[src/logic/snd_dma_cfg.svh]
`ifndef SND_DMA_CFG_SVH
`define SND_DMA_CFG_SVH

// DMA sound address generator constants

// Sound DMA word address, bits 21:1
`define SND_ADDR_W       21

// Register page decode
// Device space is A[23:16] = FF
`define SND_DEV_PAGE     8'hFF

// Upper address bits A[15:4] of the page FF8900-FF8913
`define SND_PAGE         12'h890

// Last valid word index on the page (FF8912)
`define SND_WORD_LAST    4'd9

// Control byte bit positions
`define SND_CTRL_ON      0   // Sound DMA enable
`define SND_CTRL_REP     1   // Repeat frame

// Bus timing
// Cycles from the sampled strobe to DTACK
`define SND_ACK_DELAY    2

// Strobe cycles without any selection before BERR
`define SND_BERR_CYCLES  64

// Watchdog counter must hold SND_BERR_CYCLES
`define SND_BERR_W       7

`endif
[src/logic/snd_dma_pkg.sv]
`default_nettype none

`include "snd_dma_cfg.svh"

package snd_dma_pkg;

    // Word address of a sound sample pair
    typedef logic [`SND_ADDR_W:1] snd_addr_t;

    // Register being accessed, value equals word index A[4:1]
    typedef enum logic [3:0] {
        REG_CTRL   = 4'd0,
        REG_BASE_H = 4'd1,
        REG_BASE_M = 4'd2,
        REG_BASE_L = 4'd3,
        REG_CNT_H  = 4'd4,   // Count is read only
        REG_CNT_M  = 4'd5,
        REG_CNT_L  = 4'd6,
        REG_END_H  = 4'd7,
        REG_END_M  = 4'd8,
        REG_END_L  = 4'd9,
        REG_NONE   = 4'hF
    } snd_reg_e;

    typedef enum logic {ST_IDLE, ST_PLAY} snd_state_e;

endpackage

`default_nettype wire

[src/logic/snd_dma_top.sv]
`timescale 1ns/1ps
`default_nettype none

`include "snd_dma_cfg.svh"

module snd_dma_top (
    input  logic                   clk32,
    input  logic                   resb,
    input  logic                   as_n_i,
    input  logic                   rw_i,
    input  logic                   lds_n_i,
    input  logic [2:0]             fc_i,
    input  logic [23:1]            addr_i,
    input  logic [7:0]             din_i,
    input  logic                   sreq_i,
    output logic [7:0]             dout_o,
    output logic                   dtack_n_o,
    output logic                   berr_n_o,
    output logic                   dma_req_o,
    output logic [`SND_ADDR_W:1]   dma_addr_o,
    output logic                   sint_o
);
    import snd_dma_pkg::*;

    snd_reg_e  reg_sel;
    logic      wr_stb;
    logic      snd_on;
    logic      snd_rep;
    snd_addr_t frame_base;
    snd_addr_t frame_end;
    snd_addr_t snd_cnt;
    logic      frame_start;
    logic      snd_stop;

    bus_decode u_bus_decode (
        .clk32     (clk32),
        .resb      (resb),
        .as_n_i    (as_n_i),
        .rw_i      (rw_i),
        .lds_n_i   (lds_n_i),
        .fc_i      (fc_i),
        .addr_i    (addr_i),
        .reg_sel_o (reg_sel),
        .wr_stb_o  (wr_stb),
        .dtack_n_o (dtack_n_o),
        .berr_n_o  (berr_n_o)
    );

    snd_regs u_snd_regs (
        .clk32         (clk32),
        .resb          (resb),
        .reg_sel_i     (reg_sel),
        .wr_stb_i      (wr_stb),
        .din_i         (din_i),
        .snd_cnt_i     (snd_cnt),
        .frame_start_i (frame_start),
        .snd_stop_i    (snd_stop),
        .dout_o        (dout_o),
        .snd_on_o      (snd_on),
        .snd_rep_o     (snd_rep),
        .frame_base_o  (frame_base),
        .frame_end_o   (frame_end)
    );

    snd_counter u_snd_counter (
        .clk32         (clk32),
        .resb          (resb),
        .sreq_i        (sreq_i),
        .snd_on_i      (snd_on),
        .snd_rep_i     (snd_rep),
        .frame_base_i  (frame_base),
        .frame_end_i   (frame_end),
        .snd_cnt_o     (snd_cnt),
        .frame_start_o (frame_start),
        .snd_stop_o    (snd_stop),
        .dma_req_o     (dma_req_o),
        .dma_addr_o    (dma_addr_o),
        .sint_o        (sint_o)
    );

endmodule

`default_nettype wire

[src/logic/snd_counter.sv]
`timescale 1ns/1ps
`default_nettype none

module snd_counter (
    input  logic                   clk32,
    input  logic                   resb,
    input  logic                   sreq_i,
    input  logic                   snd_on_i,
    input  logic                   snd_rep_i,
    input  snd_dma_pkg::snd_addr_t frame_base_i,
    input  snd_dma_pkg::snd_addr_t frame_end_i,
    output snd_dma_pkg::snd_addr_t snd_cnt_o,
    output logic                   frame_start_o,
    output logic                   snd_stop_o,
    output logic                   dma_req_o,
    output snd_dma_pkg::snd_addr_t dma_addr_o,
    output logic                   sint_o
);
    import snd_dma_pkg::*;

    snd_state_e state;
    snd_addr_t  cnt_inc;
    logic       start_now;
    logic       play_req;
    logic       hit_end;

    assign cnt_inc   = snd_cnt_o + 1'b1;
    assign start_now = (state == ST_IDLE) & snd_on_i;
    assign play_req  = (state == ST_PLAY) & snd_on_i & sreq_i;  // Idle requests ignored
    assign hit_end   = play_req & (cnt_inc == frame_end_i);

    // Both pulses act on the same edge as the counter update
    assign frame_start_o = start_now | (hit_end & snd_rep_i);
    assign snd_stop_o    = hit_end & ~snd_rep_i;

    always_ff @(posedge clk32 or negedge resb) begin
        if (!resb) begin
            state      <= ST_IDLE;
            snd_cnt_o  <= '0;
            dma_req_o  <= 1'b0;
            dma_addr_o <= '0;
            sint_o     <= 1'b0;
        end else begin
            dma_req_o <= play_req;
            sint_o    <= hit_end;   // One per frame end
            if (play_req) begin
                dma_addr_o <= snd_cnt_o;  // Address before increment
            end
            case (state)
                ST_IDLE: begin
                    if (start_now) begin
                        snd_cnt_o <= frame_base_i;
                        state     <= ST_PLAY;
                    end
                end
                ST_PLAY: begin
                    if (!snd_on_i) begin
                        state <= ST_IDLE;  // CPU switched sound off
                    end else if (hit_end) begin
                        if (snd_rep_i) begin
                            snd_cnt_o <= frame_base_i;
                        end else begin
                            snd_cnt_o <= cnt_inc;
                            state     <= ST_IDLE;
                        end
                    end else if (play_req) begin
                        snd_cnt_o <= cnt_inc;
                    end
                end
                default: state <= ST_IDLE;
            endcase
        end
    end

endmodule

`default_nettype wire

[src/logic/snd_regs.sv]
`timescale 1ns/1ps
`default_nettype none

`include "snd_dma_cfg.svh"

module snd_regs (
    input  logic                   clk32,
    input  logic                   resb,
    input  snd_dma_pkg::snd_reg_e  reg_sel_i,
    input  logic                   wr_stb_i,
    input  logic [7:0]             din_i,
    input  snd_dma_pkg::snd_addr_t snd_cnt_i,
    input  logic                   frame_start_i,
    input  logic                   snd_stop_i,
    output logic [7:0]             dout_o,
    output logic                   snd_on_o,
    output logic                   snd_rep_o,
    output snd_dma_pkg::snd_addr_t frame_base_o,
    output snd_dma_pkg::snd_addr_t frame_end_o
);
    import snd_dma_pkg::*;

    localparam logic [1:0] LANE_L = 2'd0;
    localparam logic [1:0] LANE_M = 2'd1;
    localparam logic [1:0] LANE_H = 2'd2;

    logic [1:0] lane;
    snd_addr_t  end_wr;   // End as written by the CPU

    // Merge one data byte into its lane of a word address
    function automatic snd_addr_t put_lane(snd_addr_t cur, logic [1:0] ln, logic [7:0] d);
        snd_addr_t nxt;
        nxt = cur;
        case (ln)
            LANE_H:  nxt[21:16] = d[5:0];
            LANE_M:  nxt[15:8]  = d;
            default: nxt[7:1]   = d[7:1];  // Word aligned, bit 0 dropped
        endcase
        return nxt;
    endfunction

    function automatic logic [7:0] get_lane(snd_addr_t a, logic [1:0] ln);
        logic [7:0] b;
        case (ln)
            LANE_H:  b = {2'b00, a[21:16]};
            LANE_M:  b = a[15:8];
            default: b = {a[7:1], 1'b0};
        endcase
        return b;
    endfunction

    always_comb begin
        case (reg_sel_i)
            REG_BASE_H, REG_CNT_H, REG_END_H: lane = LANE_H;
            REG_BASE_M, REG_CNT_M, REG_END_M: lane = LANE_M;
            default:                          lane = LANE_L;
        endcase
    end

    always_ff @(posedge clk32 or negedge resb) begin
        if (!resb) begin
            snd_on_o     <= 1'b0;
            snd_rep_o    <= 1'b0;
            frame_base_o <= '0;
            end_wr       <= '0;
            frame_end_o  <= '0;
        end else begin
            if (snd_stop_i) begin
                snd_on_o <= 1'b0;
            end
            // New end only takes effect at a frame boundary
            if (frame_start_i) begin
                frame_end_o <= end_wr;
            end
            if (wr_stb_i) begin
                case (reg_sel_i)
                    REG_CTRL: begin
                        snd_on_o  <= din_i[`SND_CTRL_ON];
                        snd_rep_o <= din_i[`SND_CTRL_REP];
                    end
                    REG_BASE_H, REG_BASE_M, REG_BASE_L: begin
                        frame_base_o <= put_lane(frame_base_o, lane, din_i);
                    end
                    REG_END_H, REG_END_M, REG_END_L: begin
                        end_wr <= put_lane(end_wr, lane, din_i);
                    end
                    default: ;  // Count and unmapped writes dropped
                endcase
            end
        end
    end

    // Read back
    always_comb begin
        dout_o = 8'hFF;
        case (reg_sel_i)
            REG_CTRL: begin
                dout_o = 8'h00;
                dout_o[`SND_CTRL_ON]  = snd_on_o;
                dout_o[`SND_CTRL_REP] = snd_rep_o;
            end
            REG_BASE_H, REG_BASE_M, REG_BASE_L: dout_o = get_lane(frame_base_o, lane);
            REG_CNT_H, REG_CNT_M, REG_CNT_L:    dout_o = get_lane(snd_cnt_i, lane);
            REG_END_H, REG_END_M, REG_END_L:    dout_o = get_lane(end_wr, lane);
            default:                            dout_o = 8'hFF;
        endcase
    end

endmodule

`default_nettype wire

[src/logic/bus_decode.sv]
`timescale 1ns/1ps
`default_nettype none

`include "snd_dma_cfg.svh"

module bus_decode (
    input  logic                  clk32,
    input  logic                  resb,
    input  logic                  as_n_i,
    input  logic                  rw_i,
    input  logic                  lds_n_i,
    input  logic [2:0]            fc_i,
    input  logic [23:1]           addr_i,
    output snd_dma_pkg::snd_reg_e reg_sel_o,
    output logic                  wr_stb_o,
    output logic                  dtack_n_o,
    output logic                  berr_n_o
);
    import snd_dma_pkg::*;

    localparam logic [11:0]            PAGE     = `SND_PAGE;
    localparam logic [`SND_BERR_W-1:0] BERR_MAX = `SND_BERR_CYCLES;

    logic                     ias;
    logic                     ilds;
    logic                     idev;
    logic                     page_hit;
    logic                     sel;
    logic [`SND_ACK_DELAY:0]  ack_sr;     // Bit 0 is the sampled select
    logic [`SND_BERR_W-1:0]   berr_cnt;

    assign ias  = ~as_n_i;
    assign ilds = ~lds_n_i;

    // Supervisor data or program space, device page only
    assign idev = fc_i[2] & (fc_i[0] ^ fc_i[1]) & (addr_i[23:16] == `SND_DEV_PAGE);

    // FF8900-FF8913, A[4] splits the page in two halves
    assign page_hit = (addr_i[15:5] == PAGE[11:1]) & (addr_i[4:1] <= `SND_WORD_LAST);

    assign sel = idev & page_hit & ias & ilds;

    always_comb begin
        if (sel) begin
            reg_sel_o = snd_reg_e'(addr_i[4:1]);
        end else begin
            reg_sel_o = REG_NONE;
        end
    end

    // First edge of a selected write cycle
    assign wr_stb_o = sel & ~rw_i & ~ack_sr[0];

    // DTACK delay line, flushed as soon as the strobe goes away
    always_ff @(posedge clk32 or negedge resb) begin
        if (!resb) begin
            ack_sr <= '0;
        end else if (sel) begin
            ack_sr <= {ack_sr[`SND_ACK_DELAY-1:0], 1'b1};
        end else begin
            ack_sr <= '0;
        end
    end

    assign dtack_n_o = ~ack_sr[`SND_ACK_DELAY];

    // Bus error watchdog
    // Only runs while AS is held and nothing here answers
    always_ff @(posedge clk32 or negedge resb) begin
        if (!resb) begin
            berr_cnt <= '0;
        end else if (!ias || sel) begin
            berr_cnt <= '0;
        end else if (berr_cnt != BERR_MAX) begin
            berr_cnt <= berr_cnt + 1'b1;  // Saturates at BERR_MAX
        end
    end

    assign berr_n_o = (berr_cnt != BERR_MAX);

endmodule

`default_nettype wire

[config.mk]
export PLATFORM = sky130hd
export DESIGN_NAME = snd_dma_top
export DESIGN_NICKNAME = d
export VERILOG_FILES = /design/src/logic/snd_dma_pkg.sv /design/src/logic/snd_dma_top.sv /design/src/logic/snd_counter.sv /design/src/logic/snd_regs.sv /design/src/logic/bus_decode.sv
export VERILOG_INCLUDE_DIRS = /design/src /design/src/logic
export SDC_FILE = /design/constraint.sdc
export NUM_CORES = 1
export LEC_CHECK = 0
export BUFFER_PORTS_ARGS = -buffer_cell sky130_fd_sc_hd__buf_2
export CAP_MARGIN = 15
export CORE_ASPECT_RATIO = 0.6
export CORE_MARGIN = 8
export CORE_UTILIZATION = 45
export CTS_CLUSTER_SIZE = 25
export DETAILED_ROUTE_END_ITERATION = 10
export PLACE_DENSITY = 0.61
export SYNTH_ARGS = -nofsm -noshare
export SYNTH_HDL_FRONTEND = slang
export SYNTH_SLANG_ARGS = --single-unit
[constraint.sdc]
create_clock -name clk32 -period 7.5 [get_ports clk32]
set_input_delay 0.375 -clock clk32 [delete_from_list [all_inputs] [get_ports clk32]]
set_output_delay 0.375 -clock clk32 [all_outputs]
set_load 0.05 [all_outputs]
# --- Yosys cells after proc, flatten, opt, wreduce, memory -nomap -nowiden ---
# Index checks and enable logic that the tools add are counted.
word_totals:
  register_bits: 120
  elab_cells: 101
op_classes:
  n_bitwise: 24
  muxes: 23
  n_reduce_logical: 17
  n_addsub: 2
  magnitude_cmp: 1
  eq_ne: 18
ops:
  columns: ["cell", "count"]
  rows:
  - ["$mux W21", 5]
  - ["$pmux W8 S2", 3]
  - ["$pmux W21 S2", 1]
  - ["$pmux W8 S4", 1]
  - ["$add A21 B1 Y21 const B", 1]
  - ["$eq A21 B21 Y1", 1]
  - ["$reduce_and A3 Y1", 7]
  - ["$eq A4 B3 Y1 const B", 4]
  - ["$reduce_or A3 Y1", 5]
  - ["$and A1 B1 Y1", 14]
  - ["$mux W7", 2]
  - ["$eq A11 B11 Y1 const B", 1]
  - ["$eq A4 B2 Y1 const B", 2]
  - ["$eq A4 B4 Y1 const B", 2]
  - ["$eq A8 B8 Y1 const B", 1]
  - ["$not A1 Y1", 8]
  - ["$add A7 B1 Y7 const B", 1]
  - ["$mux W1", 7]
  - ["$ne A7 B7 Y1 const B", 1]
  - ["$eq A4 B1 Y1 const B", 1]
  - ["$le A4 B4 Y1 const B", 1]
  - ["$logic_not A4 Y1", 1]
  - ["$mux W4", 1]
  - ["$pmux W2 S2", 1]
  - ["13 further kinds", 13]

# --- Longest topological paths before layout ---
depth:
  depth_word: 14
  mapped_depth: 15
  mapped_depth_nobuf: 11

# --- Cells and area by module ---
# Synthesis repeated with hierarchy kept, for this count alone.
hier_totals:
  hier_cells: 650
  area_unflattened_um2: 6819.0
by_module_without_submodules:
  columns: ["module", "seq_area_each_um2", "n_inst", "area_each_um2", "cells_per_inst"]
  rows:
  - ["snd_regs", 1626.6, 1, 3165.5, 256]
  - ["snd_counter", 1126.1, 1, 3007.9, 329]
  - ["bus_decode", 250.2, 1, 645.6, 65]

# --- Worst setup path after synthesis ---
# OpenSTA, ideal clock, no wires.
synth_timing:
  path_type: "in2out"
  start: "in addr_i[2] (netlist bit)"
  end: "out dout_o[0]"
  arrival_time_ps: 3544
  required_time_ps: 7125
  setup_slack_ps: 3581
  path_stages: 14
  cell_sequence: "clkbuf_1 o21ai_0 nand2_1 nor3_1 nand4_1 or2_2 inv_1 ha_1 clkbuf_1 clkbuf_1 a22oi_1 nor2_1 a221oi_1 o21ai_0"
synth_via:
  elab_chain_len: 12
synth_rtl:
  columns: ["element", "line_no", "text"]
  rows:
  - ["start: declaration", "snd_dma_top.sv:13", "input logic [23:1] addr_i,"]
  - ["$le A4 B4 Y1 (no line)", null, null]
  - ["$and A1 B1 Y1", "bus_decode.sv:39", "assign page_hit = (addr_i[15:5] == PAGE[11:1]) & (addr_i[4:1] <= `SND_WORD_LAST);"]
  - ["$and A1 B1 Y1 (3 in series)", "bus_decode.sv:41", "assign sel = idev & page_hit & ias & ilds;"]
  - ["$mux W4 (*)", "bus_decode.sv:44", "if (sel) begin"]
  - ["$eq A4 B2 Y1, or another cell as far along", "snd_regs.sv:53, snd_regs.sv:96", null]
  - ["$reduce_or A3 Y1", "snd_regs.sv:53", "case (reg_sel_i)"]
  - ["$pmux W2 S2", "snd_regs.sv:53", null]
  - ["$eq A2 B1 Y1 / $eq A2 B2 Y1 (equally long branches)", "snd_regs.sv:44", "case (ln)"]
  - ["$pmux W8 S2", "snd_regs.sv:44", null]
  - ["$pmux W8 S4 (*)", "snd_regs.sv:96", "case (reg_sel_i)"]
  - ["end: declaration", "snd_dma_top.sv:16", "output logic [7:0] dout_o,"]
# Every way passes the cells marked *; elsewhere a longest branch is shown, timed or not.

# --- Worst setup path in the final report ---
layout_timing:
  start: "in addr_i[2] (netlist bit)"
  end: "out dout_o[4]"
# The elaborated chain is that of the path after synthesis.

==> metrics.md <==
| Metric | Value |
|---|---|
| Status | `complete, no violations` |
| Dominant synthesized flop cell | `sky130_fd_sc_hd__dfrtp_1` |
| Max-Slew Margin vs Limit | `0.218` |
| Clock root buffer master | `sky130_fd_sc_hd__clkbuf_16` |
| Total buffers and inverters traversed by the critical path | `3` |
| Filler instances | `1,374` |
| Number of antenna violations at the first check in global routing | `0` |
| Die W | `175 µm` |
| Number of global-route vias before repair | `5,365` |
| Final Max Slew Viols | `0` |
| Cells along the critical path | `buf_2, o21ai_0, nand2_1, nor3_1, nand4_1, or2_2, inv_1, ha_1, a22oi_1, o21ai_0, a221oi_1, o21ai_0, buf_2` |
| Cell type with the highest aggregate area in the netlist | `sky130_fd_sc_hd__dfrtp_1` |
| Boundary Pins | `73` |
| Cells resized by post-CTS repair | `0` |
| Largest net degree at the start of global routing | `84` |
| Peak supply drop | `0.121 mV` |
| Leak | `3.54 nW` |
| Number of enable flip-flop cells after synthesis | `0` |
| Cell Rows | `35` |
| Buffers inserted by post-CTS timing repair | `0` |
| Fmax | `0.221 GHz` |
| Synthesized Nets | `693` |
| DRC viols | `0` |
| First-pass iteration count of the detailed router | `5` |
| Wire length of the first global-routing pass | `32,700 µm` |
| Total number of nets in the final design | `743` |
| Wirelength, routed | `20,800 µm` |
| Number of nets with antenna violations after routing | `0` |
| Switching fraction of total power | `0.223` |
| Most common cell in the netlist | `sky130_fd_sc_hd__dfrtp_1` |
| Share of power burned in registers | `0.410` |
| Launching element type of the critical path | `primary input` |
| Maximum clock skew at final layout | `0.00998 ns` |
| Most common library cells after synthesis | `120 x sky130_fd_sc_hd__dfrtp_1, 61 x sky130_fd_sc_hd__nand2_1, 53 x sky130_fd_sc_hd__mux2_2` |
| Fraction of final layout cells with drive strength greater than 1 | `0.269` |
| Combinational share of power | `0.027` |
| Core area | `15,100 µm²` |
| Slew @ Worst Pin | `1.17 ns` |
| Fin util | `0.524` |
| Htree depth | `4` |
| Port bufs | `72` |
| Crit path kind | `primary input to primary output` |
| Final Setup Violations | `0` |
| Net switching component of the power | `0.353 mW` |
| TritonCTS clock tree | `built` |
| Starting utilization of the core area | `0.453` |
| Internal Power | `1.23 mW` |
| Total standard cell area after synthesis | `6850 µm²` |
| Average wire length per cell after detail routing | `22.8 µm` |
| Required arrival time at the worst endpoint | `7.12 ns` |
| Biggest area contributors in the synthesized netlist | `sky130_fd_sc_hd__dfrtp_1 44%, sky130_fd_sc_hd__mux2_2 8.7%, sky130_fd_sc_hd__mux2_1 4.9%` |
| Violation count after the first detailed-routing iteration | `656` |
| Tightest Hold Check Type | `primary input to flop` |
| Post-synthesis async set-or-reset flop share | `1.00` |
| Synth Instances | `648` |
| Fraction of power consumed by the clock network | `0.563` |
| Bufs on Longest Clock Path | `2` |
| Kind of end point of the critical path | `primary output` |
| Clk_lat worst skew | `0.43 ns` |
| Area growth from synthesis to final layout | `15.6%` |
| Via count | `5,491` |
| Sinks on the clock net | `120` |
| Pwr Density | `201 nW/µm²` |
| Family with the most delay on the worst path | `simple AND/OR/NAND/NOR gates` |
| GRT Util Overall | `0.217` |
| Final-layout setup total negative slack | `0 ns` |
| Mean cell area of the mapped netlist | `10.6 µm²` |
| Worst path arrival time | `4.15 ns` |
| Maximum Capacitance Violations | `0` |
| R2R Setup Slk | `3.43 ns` |
| Critical Path Slowest Stage Cell | `sky130_fd_sc_hd__ha_1` |
| Cells after DPL | `880` |
| Maximum fanout count along the critical path | `26` |
| Period utilisation layout | `0.604` |
| Sequential-to-total area share from yosys stat | `0.439` |
| Worst path most repeated cell | `sky130_fd_sc_hd__o21ai_0` |
| Clock transition at the registers of the reported paths | `0.06 ns` |
| Delay contributed by the slowest stage of the critical path | `0.78 ns` |
| Filler-free cell count of the finished design | `914` |
| Die H | `112 µm` |
| Number of CTS-inserted buffers | `17` |
| Final Hold Fails | `0` |
| Setup repair after global routing missed its margin | `false` |
| Flop and latch count out of synthesis | `120` |
| Post-DP HPWL | `15,100 µm` |
| # hold bufs at CTS | `1` |
| Share of the synthesized area in the top cell type | `0.439` |
| Final RePlAce weighted congestion | `0.991` |
| Number of antenna cells inserted | `0` |
| Minimum clock period | `4.53 ns` |
| Number of warnings issued by yosys | `0` |
| Post-synth cell types | `70` |
| Vias per Instance | `6.01` |
| Die area | `19,500 µm²` |
| Congestion Overflow GR | `0` |
-- cell type report --
type | instances | area, µm² | area share
clock buffer | 20 | 447 | 0.0565
clock inverter | 12 | 190 | 0.0240
inverter | 15 | 56.3 | 0.00712
multi-input combinational | 464 | 3520 | 0.444
sequential | 120 | 3000 | 0.380
tap | 203 | 254 | 0.0321
timing repair buffer | 80 | 445 | 0.0563
-- final timing paths --
check,start,endpoint,cells past startpoint
setup / recovery,addr_i[2],dout_o[4],13
hold / removal,din_i[6],u_snd_regs.frame_base_o[13],2
setup reg to reg,u_snd_counter.snd_cnt_o[0],u_snd_counter.snd_cnt_o[13],10
hold reg to reg,u_bus_decode.ack_sr[1],u_bus_decode.ack_sr[2],1
max in group asynchronous,resb,u_snd_regs.frame_base_o[7],4
min in group asynchronous,resb,u_snd_regs.frame_end_o[0],2
-- state kept, by name (all words and copies together), names as in the netlist, 3 cells and up --
signal,flops
u_bus_decode.ack_sr,3
u_bus_decode.berr_cnt,7
u_snd_counter.dma_addr_o,21
u_snd_counter.snd_cnt_o,21
u_snd_regs.end_wr,21
u_snd_regs.frame_base_o,21
u_snd_regs.frame_end_o,21
-- logic make-up after synthesis --
logic type / Yosys count / synth area share
adders and majority gates: 5 / 0.00914
buffers and inverters: 64 / 0.0490
AOI/OAI and AO/OA: 129 / 0.138
and+or+nand+nor: 190 / 0.152
muxes: 104 / 0.167
DFF: 120 / 0.439
xor gates and xnor gates: 36 / 0.0461
-- power by group through the flow --
stage	combinational (mW)	sequential, mW	clock [mW]
2_1_floorplan	0.0105	0.662	0
3_3_place_gp	0.0395	0.662	0
3_5_place_dp	0.0409	0.662	0
4_1_cts	0.0415	0.650	0.901
5_1_grt	0.0484	0.650	0.934
6_report	0.0429	0.650	0.894
-- layer usage --
| metal | routed length, µm | GRT usage | share of wire |
|---|---|---|---|
| met3 | 2120 | 0.0781 | 0.10 |
| met4 | 342 | 0.0591 | 0.016 |
| met5 | 0 | 0 | 0 |
| met1 | 9650 | 0.313 | 0.46 |
| met2 | 8710 | 0.299 | 0.42 |
-- cell usage in the layout (no fill, tap or decap), types with 3 or more instances in the layout --
cell and instances:
sky130_fd_sc_hd__nand4_1 13, sky130_fd_sc_hd__a21oi_2 14, sky130_fd_sc_hd__o22ai_1 3, sky130_fd_sc_hd__mux2_1 30, sky130_fd_sc_hd__xnor2_1 25, sky130_fd_sc_hd__o21ai_0 26
sky130_fd_sc_hd__nand3_1 16, sky130_fd_sc_hd__bufinv_16 4, sky130_fd_sc_hd__and2_1 4, sky130_fd_sc_hd__a221oi_1 9, sky130_fd_sc_hd__buf_4 7, sky130_fd_sc_hd__nor2b_1 3
sky130_fd_sc_hd__clkbuf_16 17, sky130_fd_sc_hd__and3_1 5, sky130_fd_sc_hd__and4_1 6, sky130_fd_sc_hd__ha_1 5, sky130_fd_sc_hd__o211ai_1 4, sky130_fd_sc_hd__mux2_2 53
sky130_fd_sc_hd__nor3_1 11, sky130_fd_sc_hd__nand2_1 61, sky130_fd_sc_hd__mux2i_1 21, sky130_fd_sc_hd__o31a_1 6, sky130_fd_sc_hd__nor4_1 3, sky130_fd_sc_hd__a21oi_1 17
sky130_fd_sc_hd__nor2_1 31, sky130_fd_sc_hd__dfrtp_1 120, sky130_fd_sc_hd__nor4b_1 5, sky130_fd_sc_hd__a22oi_1 15, sky130_fd_sc_hd__inv_1 15, sky130_fd_sc_hd__nand2b_1 6
sky130_fd_sc_hd__clkinv_4 6, sky130_fd_sc_hd__a2bb2oi_1 17, sky130_fd_sc_hd__buf_2 71, sky130_fd_sc_hd__xor2_1 11
-- through the flow --
step / power, mW / instance area [µm²] / setup slack, ns / hold slack [ns]
6_report: 1.59 / 7910 / 2.97 / 0.241
3_3_place_gp: 0.701 / 7240 / 3.39 / 0.373
2_1_floorplan: 0.672 / 6850 / 3.58 / 0.0794
3_5_place_dp: 0.703 / 7240 / 3.15 / 0.379
5_1_grt: 1.63 / 7910 / 2.68 / 0.230
4_1_cts: 1.59 / 7890 / 3.13 / 0.227
Power figures use the tool's default switching activity.
